$ cat config.mk
export PLATFORM = sky130hd
export DESIGN_NAME = CDRom
export DESIGN_NICKNAME = d
export VERILOG_FILES = /design/src/verilog/cdPkg.sv /design/src/verilog/cdFifoIf.sv /design/src/verilog/cdByteFifo.sv /design/src/verilog/cdRegControl.sv /design/src/verilog/cdVolumeMixer.sv /design/src/verilog/CDRom.sv
export SDC_FILE = /design/constraint.sdc
export NUM_CORES = 2
export LEC_CHECK = 0
export BUFFER_PORTS_ARGS = -buffer_cell sky130_fd_sc_hd__buf_4
export CAP_MARGIN = 20
export CORE_MARGIN = 3
export CORE_UTILIZATION = 50
export DETAILED_ROUTE_END_ITERATION = 6
export PLACE_DENSITY_LB_ADDON = 0.05
export SYNTH_ARGS = -nofsm -noshare
export SYNTH_HDL_FRONTEND = slang
export SYNTH_SLANG_ARGS = --single-unit
$ cat constraint.sdc
create_clock -name i_clk -period 8.05 [get_ports i_clk]
set_input_delay 0.4025 -clock i_clk [delete_from_list [all_inputs] [get_ports i_clk]]
set_output_delay 0.4025 -clock i_clk [all_outputs]
set_load 0.02 [all_outputs]
$ cat src/verilog/cdPkg.sv
// CD-ROM controller package with FIFO depths, bus addresses and audio types
package cdPkg;

	// ------------------------------------------------------------------
	// FIFO sizes
	// ------------------------------------------------------------------
	localparam int PARAM_FIFO_DEPTH = 16;
	localparam int RESP_FIFO_DEPTH  = 16;
	// Sector data buffer, drive side fills it
	localparam int DATA_FIFO_DEPTH  = 32;

	// ------------------------------------------------------------------
	// Bus addresses, meaning further split by the index register
	// ------------------------------------------------------------------
	// Index and status
	localparam logic [1:0] ADR_STATUS = 2'd0;
	// Command write, response read
	localparam logic [1:0] ADR_CMD    = 2'd1;
	// Parameter write, data read
	localparam logic [1:0] ADR_PARAM  = 2'd2;
	// Interrupt and volume registers
	localparam logic [1:0] ADR_EXTRA  = 2'd3;

	// Volume 80h is unity gain
	localparam int VOL_SHIFT = 7;

	// Signed audio sample
	typedef logic signed [15:0] cdSample_t;

	// Source channel first, destination second
	typedef struct packed {
		logic [7:0] ll;
		logic [7:0] lr;
		logic [7:0] rl;
		logic [7:0] rr;
	} cdVolume_t;

endpackage

$ cat src/verilog/cdFifoIf.sv
// Byte FIFO bundle with push, pop, clear, head data and fill flags
`timescale 1ns/1ns

interface cdFifoIf;

	// Write side
	logic       push;
	logic [7:0] wrData;
	// Read side
	logic       pop;
	logic       clear;
	// Head of queue and flags from the store
	logic [7:0] rdData;
	logic       empty;
	logic       full;

	modport writer (output push, output wrData);

	modport reader (output pop, output clear, input rdData, input empty, input full);

	// Clear only, for a controller that does not pop
	modport readerClr (output clear);

	modport store (input push, input wrData, input pop, input clear,
		output rdData, output empty, output full);

endinterface

$ cat src/verilog/cdByteFifo.sv
// Byte FIFO, first word fall through, with synchronous clear
`timescale 1ns/1ns

module cdByteFifo #(
	parameter int DEPTH = 16
) (
	input  logic    i_clk,
	input  logic    i_nrst,
	cdFifoIf.store  io_fifo
);

	localparam int PTR_W = (DEPTH > 1) ? $clog2(DEPTH) : 1;
	localparam int CNT_W = $clog2(DEPTH + 1);

	// Storage, contents undefined until written
	logic [7:0]       mem [DEPTH];
	logic [PTR_W-1:0] rdPtr;
	logic [PTR_W-1:0] wrPtr;
	logic [CNT_W-1:0] count;

	logic doPush;
	logic doPop;

	// Push while full and pop while empty are dropped
	assign doPush = io_fifo.push && !io_fifo.full;
	assign doPop  = io_fifo.pop && !io_fifo.empty;

	// Head always visible
	assign io_fifo.rdData = mem[rdPtr];
	assign io_fifo.empty  = (count == '0);
	assign io_fifo.full   = (count == CNT_W'(DEPTH));

	// Pointer step with wrap for any depth
	function automatic logic [PTR_W-1:0] nextPtr(input logic [PTR_W-1:0] ptr);
		nextPtr = (ptr == PTR_W'(DEPTH - 1)) ? '0 : ptr + 1'b1;
	endfunction

	always_ff @(posedge i_clk) begin
		if (!i_nrst || io_fifo.clear) begin
			rdPtr <= '0;
			wrPtr <= '0;
			count <= '0;
		end else begin
			if (doPush) begin
				wrPtr <= nextPtr(wrPtr);
			end
			if (doPop) begin
				rdPtr <= nextPtr(rdPtr);
			end
			// Push and pop together leave count alone
			if (doPush && !doPop) begin
				count <= count + 1'b1;
			end else if (doPop && !doPush) begin
				count <= count - 1'b1;
			end
		end
	end

	// Data write port
	always_ff @(posedge i_clk) begin
		if (doPush) begin
			mem[wrPtr] <= io_fifo.wrData;
		end
	end

	// Occupancy bound over the whole run
	assert property (@(posedge i_clk) disable iff (!i_nrst) count <= CNT_W'(DEPTH));

endmodule

$ cat src/verilog/cdRegControl.sv
// CD-ROM register block with index decode, read mux, FIFO steering, volumes and IRQ
`timescale 1ns/1ns

module cdRegControl
	import cdPkg::*;
(
	input  logic       i_clk,
	input  logic       i_nrst,
	// CPU bus
	input  logic       i_CDROM_CS,
	input  logic       i_write,
	input  logic [1:0] i_adr,
	input  logic [7:0] i_dataIn,
	output logic [7:0] o_dataOut,
	// Parameter FIFO, written here, popped by the drive
	cdFifoIf.writer    io_param,
	cdFifoIf.readerClr io_paramClr,
	input  logic       i_paramEmpty,
	input  logic       i_paramFull,
	// Response and sector data FIFOs, drained here
	cdFifoIf.reader    io_resp,
	cdFifoIf.reader    io_data,
	// Drive command
	output logic       o_cmdStrobe,
	output logic [7:0] o_cmdByte,
	// Interrupts
	input  logic       i_irqStrobe,
	input  logic [2:0] i_irqCode,
	output logic       o_irq,
	// Volumes in use by the mixer
	output cdVolume_t  o_volWork
);

	logic [1:0] idxReg;
	cdVolume_t  volPend;
	cdVolume_t  volWork;
	logic [4:0] intEnable;
	// Bits above the enable, stored and read back only
	logic [2:0] intStored;
	logic [2:0] irqFlag;
	logic [7:0] lastData;

	logic       busWr;
	logic       busRd;
	logic       issueCmd;
	logic       ackFlag;
	logic       applyVol;
	logic [7:0] statusByte;
	logic [7:0] respByte;
	logic [7:0] dataByte;
	logic [7:0] readMux;

	// ------------------------------------------------------------------
	// Bus decode
	// ------------------------------------------------------------------
	assign busWr    = i_CDROM_CS && i_write;
	assign busRd    = i_CDROM_CS && !i_write;
	assign issueCmd = busWr && (i_adr == ADR_CMD) && (idxReg == 2'd0);
	assign ackFlag  = busWr && (i_adr == ADR_EXTRA) && (idxReg == 2'd1) && (&i_dataIn[2:0]);
	assign applyVol = busWr && (i_adr == ADR_EXTRA) && (idxReg == 2'd3) && i_dataIn[5];

	// Parameter push and reset
	assign io_param.push     = busWr && (i_adr == ADR_PARAM) && (idxReg == 2'd0);
	assign io_param.wrData   = i_dataIn;
	assign io_paramClr.clear = busWr && (i_adr == ADR_EXTRA) && (idxReg == 2'd1) && i_dataIn[6];

	// Reads pop the FIFO at the same edge the head is captured
	assign io_resp.pop   = busRd && (i_adr == ADR_CMD);
	assign io_resp.clear = 1'b0;
	assign io_data.pop   = busRd && (i_adr == ADR_PARAM);
	assign io_data.clear = 1'b0;

	// ------------------------------------------------------------------
	// Write registers
	// ------------------------------------------------------------------
	always_ff @(posedge i_clk) begin
		if (!i_nrst) begin
			idxReg    <= 2'd0;
			volPend   <= '0;
			volWork   <= '0;
			intEnable <= 5'd0;
			intStored <= 3'd0;
		end else begin
			if (busWr) begin
				case (i_adr)
				ADR_STATUS: idxReg <= i_dataIn[1:0];
				// Index 0 is the command, handled below
				ADR_CMD: if (idxReg == 2'd3) volPend.rr <= i_dataIn;
				ADR_PARAM: begin
					case (idxReg)
					2'd1: begin
						intEnable <= i_dataIn[4:0];
						intStored <= i_dataIn[7:5];
					end
					2'd2: volPend.ll <= i_dataIn;
					2'd3: volPend.rl <= i_dataIn;
					default: ;
					endcase
				end
				// Index 1 ack and index 3 apply are decoded above
				ADR_EXTRA: if (idxReg == 2'd2) volPend.lr <= i_dataIn;
				default: ;
				endcase
			end
			// Copy pending set into the working set
			if (applyVol) begin
				volWork <= volPend;
			end
		end
	end

	// Interrupt flag, a new code wins over an ack in the same cycle
	always_ff @(posedge i_clk) begin
		if (!i_nrst) begin
			irqFlag <= 3'd0;
		end else if (i_irqStrobe) begin
			irqFlag <= i_irqCode;
		end else if (ackFlag) begin
			irqFlag <= 3'd0;
		end
	end

	assign o_irq     = |(irqFlag & intEnable[2:0]);
	assign o_volWork = volWork;

	// Command strobe one cycle after the write
	always_ff @(posedge i_clk) begin
		if (!i_nrst) begin
			o_cmdStrobe <= 1'b0;
		end else begin
			o_cmdStrobe <= issueCmd;
		end
	end

	always_ff @(posedge i_clk) begin
		if (issueCmd) begin
			o_cmdByte <= i_dataIn;
		end
	end

	// ------------------------------------------------------------------
	// Read side
	// ------------------------------------------------------------------
	// Busy and ADPCM bits stay zero
	assign statusByte = {1'b0, !io_data.empty, !io_resp.empty, !i_paramFull,
		i_paramEmpty, 1'b0, idxReg};

	// Empty response reads zero, empty data repeats the last byte
	assign respByte = io_resp.empty ? 8'h00 : io_resp.rdData;
	assign dataByte = io_data.empty ? lastData : io_data.rdData;

	always_comb begin
		case (i_adr)
		ADR_STATUS: readMux = statusByte;
		ADR_CMD:    readMux = respByte;
		ADR_PARAM:  readMux = dataByte;
		default:    readMux = idxReg[0] ? {3'b111, 2'b00, irqFlag} : {intStored, intEnable};
		endcase
	end

	// Output holds until the next read
	always_ff @(posedge i_clk) begin
		if (!i_nrst) begin
			o_dataOut <= 8'h00;
			lastData  <= 8'h00;
		end else if (busRd) begin
			o_dataOut <= readMux;
			if (i_adr == ADR_PARAM) begin
				lastData <= dataByte;
			end
		end
	end

	// Single cycle command pulse
	assert property (@(posedge i_clk) disable iff (!i_nrst) o_cmdStrobe |=> !o_cmdStrobe);

	// Software must check status before pushing parameters
	assert property (@(posedge i_clk) disable iff (!i_nrst) !(io_param.push && i_paramFull));

endmodule

$ cat src/verilog/cdVolumeMixer.sv
// CD audio volume matrix, mixes left and right input into both outputs with saturation
`timescale 1ns/1ns

module cdVolumeMixer
	import cdPkg::*;
(
	input  logic      i_clk,
	input  logic      i_nrst,
	input  logic      i_sampleStrobe,
	input  cdSample_t i_cdInL,
	input  cdSample_t i_cdInR,
	input  cdVolume_t i_vol,
	output cdSample_t o_outL,
	output cdSample_t o_outR,
	output logic      o_outputL,
	output logic      o_outputR
);

	cdSample_t mixL;
	cdSample_t mixR;

	// Two weighted inputs, scaled back and clipped to 16 bits
	function automatic cdSample_t mixChannel(
		input cdSample_t a, input logic [7:0] volA,
		input cdSample_t b, input logic [7:0] volB);
		logic signed [25:0] sum;
		logic signed [18:0] scaled;
		// Volumes are unsigned, extended with a zero sign bit
		sum    = a * $signed({1'b0, volA}) + b * $signed({1'b0, volB});
		scaled = 19'(sum >>> VOL_SHIFT);
		if (scaled > 19'sd32767) begin
			mixChannel = 16'sh7FFF;
		end else if (scaled < -19'sd32768) begin
			mixChannel = 16'sh8000;
		end else begin
			mixChannel = scaled[15:0];
		end
	endfunction

	assign mixL = mixChannel(i_cdInL, i_vol.ll, i_cdInR, i_vol.rl);
	assign mixR = mixChannel(i_cdInL, i_vol.lr, i_cdInR, i_vol.rr);

	always_ff @(posedge i_clk) begin
		if (!i_nrst) begin
			o_outL    <= '0;
			o_outR    <= '0;
			o_outputL <= 1'b0;
			o_outputR <= 1'b0;
		end else begin
			// Both channels valid for one cycle
			o_outputL <= i_sampleStrobe;
			o_outputR <= i_sampleStrobe;
			if (i_sampleStrobe) begin
				o_outL <= mixL;
				o_outR <= mixR;
			end
		end
	end

	// Sound unit expects both channels together
	assert property (@(posedge i_clk) disable iff (!i_nrst) o_outputL == o_outputR);

endmodule

$ cat src/verilog/CDRom.sv
// CD-ROM controller top level, CPU bus, drive side FIFOs and audio mixer
`timescale 1ns/1ns

module CDRom
	import cdPkg::*;
(
	input  logic       i_clk,
	input  logic       i_nrst,
	// CPU side
	input  logic       i_CDROM_CS,
	input  logic       i_write,
	input  logic [1:0] i_adr,
	input  logic [7:0] i_dataIn,
	output logic [7:0] o_dataOut,
	// Drive side
	output logic       o_cmdStrobe,
	output logic [7:0] o_cmdByte,
	output logic [7:0] o_paramByte,
	output logic       o_paramEmpty,
	input  logic       i_paramPop,
	input  logic       i_respPush,
	input  logic [7:0] i_respByte,
	input  logic       i_sectorPush,
	input  logic [7:0] i_sectorByte,
	input  logic       i_irqStrobe,
	input  logic [2:0] i_irqCode,
	output logic       o_irq,
	// Sound unit side
	input  logic       i_sampleStrobe,
	input  cdSample_t  i_cdInL,
	input  cdSample_t  i_cdInR,
	output cdSample_t  o_CDRomOutL,
	output cdSample_t  o_CDRomOutR,
	output logic       o_outputL,
	output logic       o_outputR
);

	cdFifoIf paramIf ();
	cdFifoIf respIf ();
	cdFifoIf dataIf ();

	cdVolume_t volWork;

	// ------------------------------------------------------------------
	// Drive side FIFO ends
	// ------------------------------------------------------------------
	assign paramIf.pop   = i_paramPop;
	assign o_paramByte   = paramIf.rdData;
	assign o_paramEmpty  = paramIf.empty;
	assign respIf.push   = i_respPush;
	assign respIf.wrData = i_respByte;
	assign dataIf.push   = i_sectorPush;
	assign dataIf.wrData = i_sectorByte;

	cdRegControl u_control (
		.i_clk, .i_nrst,
		.i_CDROM_CS, .i_write, .i_adr, .i_dataIn, .o_dataOut,
		.io_param     (paramIf.writer),
		.io_paramClr  (paramIf.readerClr),
		.i_paramEmpty (paramIf.empty),
		.i_paramFull  (paramIf.full),
		.io_resp      (respIf.reader),
		.io_data      (dataIf.reader),
		.o_cmdStrobe, .o_cmdByte,
		.i_irqStrobe, .i_irqCode, .o_irq,
		.o_volWork    (volWork)
	);

	cdByteFifo #(.DEPTH(PARAM_FIFO_DEPTH)) u_paramFifo (.i_clk, .i_nrst, .io_fifo(paramIf.store));
	cdByteFifo #(.DEPTH(RESP_FIFO_DEPTH))  u_respFifo  (.i_clk, .i_nrst, .io_fifo(respIf.store));
	cdByteFifo #(.DEPTH(DATA_FIFO_DEPTH))  u_dataFifo  (.i_clk, .i_nrst, .io_fifo(dataIf.store));

	// Audio path towards the sound unit
	cdVolumeMixer u_mixer (
		.i_clk, .i_nrst,
		.i_sampleStrobe, .i_cdInL, .i_cdInR,
		.i_vol     (volWork),
		.o_outL    (o_CDRomOutL),
		.o_outR    (o_CDRomOutR),
		.o_outputL, .o_outputR
	);

endmodule

Yosys cells after proc, flatten, opt, wreduce, memory -nomap -nowiden
Memory sizes are Yosys's and may differ from the RTL's. A register that Yosys moved wholly into a read port is not among the register bits.
Cells that the tools add are included.
{"block": "op_classes", "n_addsub": 14, "mul": 4, "magnitude_cmp": 4, "n_eq_ne": 15, "mux": 34, "bitwise_logic": 1, "n_reduce_logical": 59}
{"cell": "multiplier 16 x 9 -> 25 bit", "count": 4}
{"cell": "2-to-1 mux 16 bit", "count": 4}
{"cell": "adder 26 bit", "count": 2}
{"cell": "2-to-1 mux 5 bit", "count": 8}
{"cell": "> comparator 19 x 16 -> 1 bit (second input constant)", "count": 2}
{"cell": "< comparator 19 x 16 -> 1 bit (second input constant)", "count": 2}
{"cell": "2-to-1 mux 4 bit", "count": 8}
{"cell": "logical AND 1 bit", "count": 26}
{"cell": "2-to-1 mux 8 bit", "count": 3}
{"cell": "case mux 8 bit (3 select lines)", "count": 1}
{"cell": "adder 5 x 1 -> 5 bit (second input constant)", "count": 4}
{"cell": "equality test 5 bit (second input constant)", "count": 4}
{"cell": "AND reduction 3 bit", "count": 6}
{"cell": "adder 4 x 1 -> 4 bit (second input constant)", "count": 4}
{"cell": "equality test 4 bit (second input constant)", "count": 4}
{"cell": "logical NOT 1 bit", "count": 14}
{"cell": "2-to-1 mux 6 bit", "count": 2}
{"cell": "logical NOT 5 bit", "count": 2}
{"cell": "subtractor 5 x 1 -> 5 bit (second input constant)", "count": 2}
{"cell": "equality test 2 bit (second input constant)", "count": 4}
{"cell": "nonzero test 2 bit", "count": 4}
{"cell": "adder 6 x 1 -> 6 bit (second input constant)", "count": 1}
{"cell": "equality test 6 bit (second input constant)", "count": 1}
{"cell": "logical NOT 6 bit", "count": 1}
{"cell": "other kinds (9)", "count": 18}
{"block": "totals", "regBits": 177, "mem_bits_rw": 512, "in_bits": 70, "out_inout_bits": 61, "mem_count": 3}
{"memory": "u_dataFifo.mem", "depth": 32, "word_bits": 8, "read_ports": 1, "rd_clocked_by_memory_dff": 1, "write_ports": 1, "line_no": "cdByteFifo.sv:16", "text": "logic [7:0] mem [DEPTH];"}
{"memory": "u_paramFifo.mem", "depth": 16, "word_bits": 8, "read_ports": 1, "rd_clocked_by_memory_dff": 1, "write_ports": 1, "line_no": "cdByteFifo.sv:16"}
{"memory": "u_respFifo.mem", "depth": 16, "word_bits": 8, "read_ports": 1, "rd_clocked_by_memory_dff": 1, "write_ports": 1, "line_no": "cdByteFifo.sv:16"}

Longest topological paths before layout
{"block": "logic_depth", "ltp_word": 8, "ltp_mapped": 33}

Modules after synthesis
A second synthesis with hierarchy kept.
{"block": "unflattened", "cells_unflattened": 3988, "area_unflattened_um2": 47150.2}
{"module": "cdVolumeMixer", "instances": 1, "cells_per_inst": 2280, "area_each_um2": 20163.1}
{"module": "cdByteFifo (u_paramFifo ...)", "instances": 2, "cells_per_inst": 318, "area_each_um2": 5758.0}
{"module": "cdByteFifo (u_dataFifo)", "instances": 1, "cells_per_inst": 633, "area_each_um2": 11203.2}
{"module": "cdRegControl", "instances": 1, "cells_per_inst": 439, "area_each_um2": 4267.8}

Worst setup path after synthesis
OpenSTA, ideal clock, no wires.
{"block": "synth_timing", "path_kind": "reg-to-reg", "start": "register u_control.o_volWork[17] (netlist name)", "end": "register u_mixer.o_outR[4]", "setup_ns": 0.122, "arrival_time_ns": 7.044, "required_time_ns": 7.928, "setup_slack_ns": 0.885, "stages_incl_launch_ff": 31, "path_buffers": 3, "synth_period_minus_slack_ns": 7.165, "path_cell_list": "dfxtp_1 clkbuf_1 clkbuf_1 nand2_1 fa_1 inv_1 fa_1 fa_1 inv_1 fa_1 inv_1 ha_1 or3_1 o311a_1 o21ai_0 a21boi_0 o21a_1 nor2_1 xnor2_1 ha_1 nand4_2 a2111oi_2 a41o_1 nor4_1 or2_4 a22oi_2 maj3_1 a21oi_1 o211a_4 buf_6 a221o_1"}
{"block": "synth_between", "elab_chain_len": 5}
{"item": "multiplier 16 x 9 -> 25 bit (*)", "line_no": "cdVolumeMixer.sv:29", "text": "sum = a * $signed({1'b0, volA}) + b * $signed({1'b0, volB});"}
{"item": "adder 26 bit (*)", "line_no": "cdVolumeMixer.sv:29"}
{"item": "< comparator 19 x 16 -> 1 bit", "line_no": "cdVolumeMixer.sv:33", "text": "end else if (scaled < -19'sd32768) begin"}
{"item": "2-to-1 mux 16 bit", "line_no": "cdVolumeMixer.sv:33"}
{"item": "2-to-1 mux 16 bit (*)", "line_no": "cdVolumeMixer.sv:31", "text": "if (scaled > 19'sd32767) begin"}
{"item": "to (signal assigned)", "line_no": "cdVolumeMixer.sv:55", "text": "o_outR <= mixR;"}
{"item": "to (decl)", "line_no": "cdVolumeMixer.sv:14", "text": "output cdSample_t o_outR,"}
Every way passes the cells marked *; elsewhere a longest branch is shown, timed or not.
A chain may end at the register's enable or synchronous reset.

Final worst setup path
{"block": "layout_timing", "start": "register u_control.o_volWork[9] (netlist name)", "end": "register u_mixer.o_outL[14]"}
{"block": "layout_between", "elab_chain_len": 5}
{"item": "multiplier 16 x 9 -> 25 bit (*)", "line_no": "cdVolumeMixer.sv:29"}
{"item": "adder 26 bit (*)", "line_no": "cdVolumeMixer.sv:29"}
{"item": "< comparator 19 x 16 -> 1 bit", "line_no": "cdVolumeMixer.sv:33"}
{"item": "2-to-1 mux 16 bit", "line_no": "cdVolumeMixer.sv:33"}
{"item": "2-to-1 mux 16 bit (*)", "line_no": "cdVolumeMixer.sv:31"}
{"item": "to (signal assigned)", "line_no": "cdVolumeMixer.sv:54", "text": "o_outL <= mixL;"}
{"item": "to (decl)", "line_no": "cdVolumeMixer.sv:13", "text": "output cdSample_t o_outL,"}
Marks and branches as above.

==> flow_metrics.py <==
metrics = {
    "worst_setup_path": {
        "endpoint_kind": "flip-flop",
        "worst_ep_arrival_time_ns": 8.07,
        "cp_top_family": "adder cells",
        "slowest_stage": "dfxtp_1",
        "cp-start-kind": "flip-flop",
        "max_stage_delay_ns": 0.76,
        "crit_fanout": 17,
        "critPathKind": "flip-flop to flip-flop",
        "crit_buf_inv": 4,
        "worst_ep_required_time_ns": 8.56,
    },
    "layout": {
        "fill_cells": 8114,
        "final_area_mm2": 0.05230,
        "syn_to_final_growth_pct": 10.50,
        "fin_nets": 4908,
        "antenna_cells": 0,
        "drive_gt1_share_pct": 11.73,
        "final_cells": 5465,
    },
    "drt": {
        "first_pass_iters": 5,
        "wl_per_cell_um": 20.54,
        "ant_nets": 0,
        "via_per_inst": 5.414,
        "drc": 0,
        "drt_iter0_drc": 1705,
        "vias": 29590,
        "finalWirelength_um": 112300,
    },
    "clock_network": {
        "cts_root_buf": "clkbuf_16",
        "numCtsBuffers": 77,
        "cts_buffer_depth": 3,
        "cts.clk_slew.worst_paths_ns": 0.06,
        "htree_levels": 3,
        "insertion_delay_ns": 0.66,
        "cts_tree": "built",
        "cts.sinks": 702,
        "cts_hold_buf": 0,
    },
    "floorplanning": {
        "start_util_pct": 50.56,
        "rows": 112,
        "die_x_um": 313.7,
        "die-area_mm2": 0.09839,
        "io_pins": 131,
        "die_y_um": 313.7,
        "core_area_mm2": 0.09361,
    },
    "synth": {
        "syn-instance-count": 4056,
        "avgSynthCellArea_um2": 11.67,
        "yosysUniqueCellTypes": 81,
        "synth_enable_flop_cells": 520,
        "synth_warnings": 0,
        "synth_compound_area_share_pct": 5.818,
        "yosysSeqAreaShare_pct": 40.69,
        "synth-xor-area-share_pct": 2.461,
        "synthAdderAreaFrac_pct": 24.75,
        "ys.flop_type": "edfxtp_1",
        "synth_top_family_by_area": "adder cells",
        "synth_fp_nets": 4815,
        "synthMuxAreaShare_pct": 8.977,
        "syn_area_mm2": 0.04733,
        "synth-simple-area-share_pct": 11.12,
        "yosys_register_bits": 702,
        "synthArstFlopShare_pct": 0,
    },
    "timing": {
        "holdWs_ns": 0.06191,
        "fin_crit_ns": 7.563,
        "fin_skew_ns": 0.03345,
        "setup_viol": 0,
        "period_share_pct": 93.95,
        "finalHoldViolCount": 0,
        "setup_tns_ns": 0,
        "maxSlewViolCount": 0,
        "slew_headroom_pct": 34.17,
        "max_clock_freq_mhz": 132.2,
        "fin_ws_ns": 0.4868,
        "tightest_slew_ns": 0.9839,
    },
    "global_routing": {
        "globalRouteTotalUtil_pct": 23.61,
        "grt_pass1_vias": 31120,
        "gr-total-overflow": 0,
        "grt_max_degree": 65,
        "antenna_found_initial": 1,
        "grt_pass1_wl_um": 180400,
    },
    "power_and_ir_drop": {
        "power_density_mw_per_mm2": 167.0,
        "vdd_ir_drop_max_mv": 0.1781,
        "leakage_uw": 0.02235,
    },
    "outcome": {
        "status": "completed",
    },
    "place": {
        "dp_hpwl_um": 82010,
        "place_inst": 5321,
        "gp_congestion": 0.8553,
        "numPortBuffers": 130,
        "post-place-ws_ns": 0.2804,
        "placed_area_mm2": 0.04960,
    },
    "run": {
        "maxCapViolCount": 0,
    },
    "min_path": {
        "hp-class": "input pin to flip-flop",
    },
}
[worst paths after layout]
path / from / to / slack (ns) / cells after the start
min reg2reg: u_control.volPend[24]$_SDFFE_PN0P_ / u_control.o_volWork[24]$_SDFFE_PN0P_ / 0.45 / 2
min: i_respByte[0] / u_respFifo.mem[15][0]$_DFFE_PP_ / 0.06 / 1
max reg2reg: u_control.o_volWork[9]$_SDFFE_PN0P_ / u_mixer.o_outL[14]$_SDFFE_PN0P_ / 0.49 / 26
max: u_control.o_volWork[9]$_SDFFE_PN0P_ / u_mixer.o_outL[14]$_SDFFE_PN0P_ / 0.49 / 26
[power by group]
group,internal (uW),switching (uW)
logic,422,610
clock network,2160,1490
registers,3980,75.8
total,6560,2170
[synthesized netlist by cell type, drive strengths merged, types with 9 or more instances]
cell type / number / area share [%]
o211ai: 11 / 0.17
a221o: 18 / 0.38
nand2: 425 / 3.4
or3: 20 / 0.26
nor2b: 15 / 0.20
nand4: 9 / 0.13
nor3: 49 / 0.53
nor2: 227 / 1.8
xnor2: 102 / 1.9
a211oi: 14 / 0.22
inv: 604 / 4.8
a31oi: 10 / 0.13
o21ai: 73 / 0.77
edfxtp: 520 / 33
nand3: 39 / 0.41
a21oi: 166 / 1.8
ha: 278 / 7.3
xor2: 31 / 0.57
dfxtp: 182 / 7.7
nand2b: 15 / 0.20
mux4: 160 / 7.6
o21a: 28 / 0.44
clkbuf: 131 / 1.0
fa: 411 / 17
a21o: 33 / 0.52
and2: 258 / 3.4
and3: 13 / 0.17
buf: 33 / 0.33
mux2i: 60 / 1.3
[stage by stage]
step	total power (uW)	utilization, %
final	8737	55.87
after global placement	5163	52.98
after CTS	8832	55.81
after floorplan	4799	-
after detailed placement	5174	52.98
after global routing	9081	55.87
[layout by cell type (no fill, tap or decap), types with 160 or more instances in the layout]
cell	n
a21oi_1	165
ha_1	278
buf_4	175
inv_1	603
and2_1	258
nor2_1	226
fa_1	411
nand2_1	425
dfxtp_1	171
mux4_2	160
edfxtp_1	520
[per-layer routing]
metal | vias to the layer above | track usage [%] | wire [um]
li1 | 13860 | - | -
met1 | 15000 | 32.70 | 49890
met2 | 588 | 39.76 | 54820
met3 | 142 | 3.059 | 4845
met4 | 0 | 5.889 | 2703
met5 | - | 0 | 0
[area by class of cell]
cell class                      instances  area [um^2]  share of cell area, %
Multi-Input combinational cell       2583        25180                  48.14
Sequential cell                       702        19270                  36.85
Inverter                              607         2281                  4.361
Clock buffer                          103         2108                  4.031
Tap cell                             1254         1569                  3.000
Timing Repair Buffer                  178         1359                  2.598
Clock inverter                         38        534.3                  1.022
[sequential cells by signal (all words and copies together), names as in the netlist, 5 cells and up, named ones only]
| name | flops |
|---|---|
| u_control.volPend | 32 |
| u_paramFifo.count | 5 |
| u_control.intEnable | 5 |
| u_control.o_cmdByte | 8 |
| u_dataFifo.wrPtr | 5 |
| u_respFifo.mem | 128 |
| u_mixer.o_outR | 16 |
| u_dataFifo.count | 6 |
| u_control.lastData | 8 |
| u_dataFifo.mem | 256 |
| u_paramFifo.mem | 128 |
| u_control.o_dataOut | 8 |
| u_respFifo.count | 5 |
| u_dataFifo.rdPtr | 5 |
| u_control.o_volWork | 32 |
| u_mixer.o_outL | 16 |
[cells by family (layout without fill, tap and decap cells)]
family	after synthesis	after routing
flip-flops	702	702
multiplexers	224	224
adder cells (fa/ha/maj)	690	690
XOR/XNOR	133	133
AO/OA/AOI/OAI	427	427
AND/OR/NAND/NOR	1109	1109
buffers and inverters	771	926
[repair_timing]
action                     4_1_cts  5_1_grt
setup endpoints to repair        0       24
buffers inserted                 0        1
gates resized for setup          0        9
(Power assumes the default switching activity.)
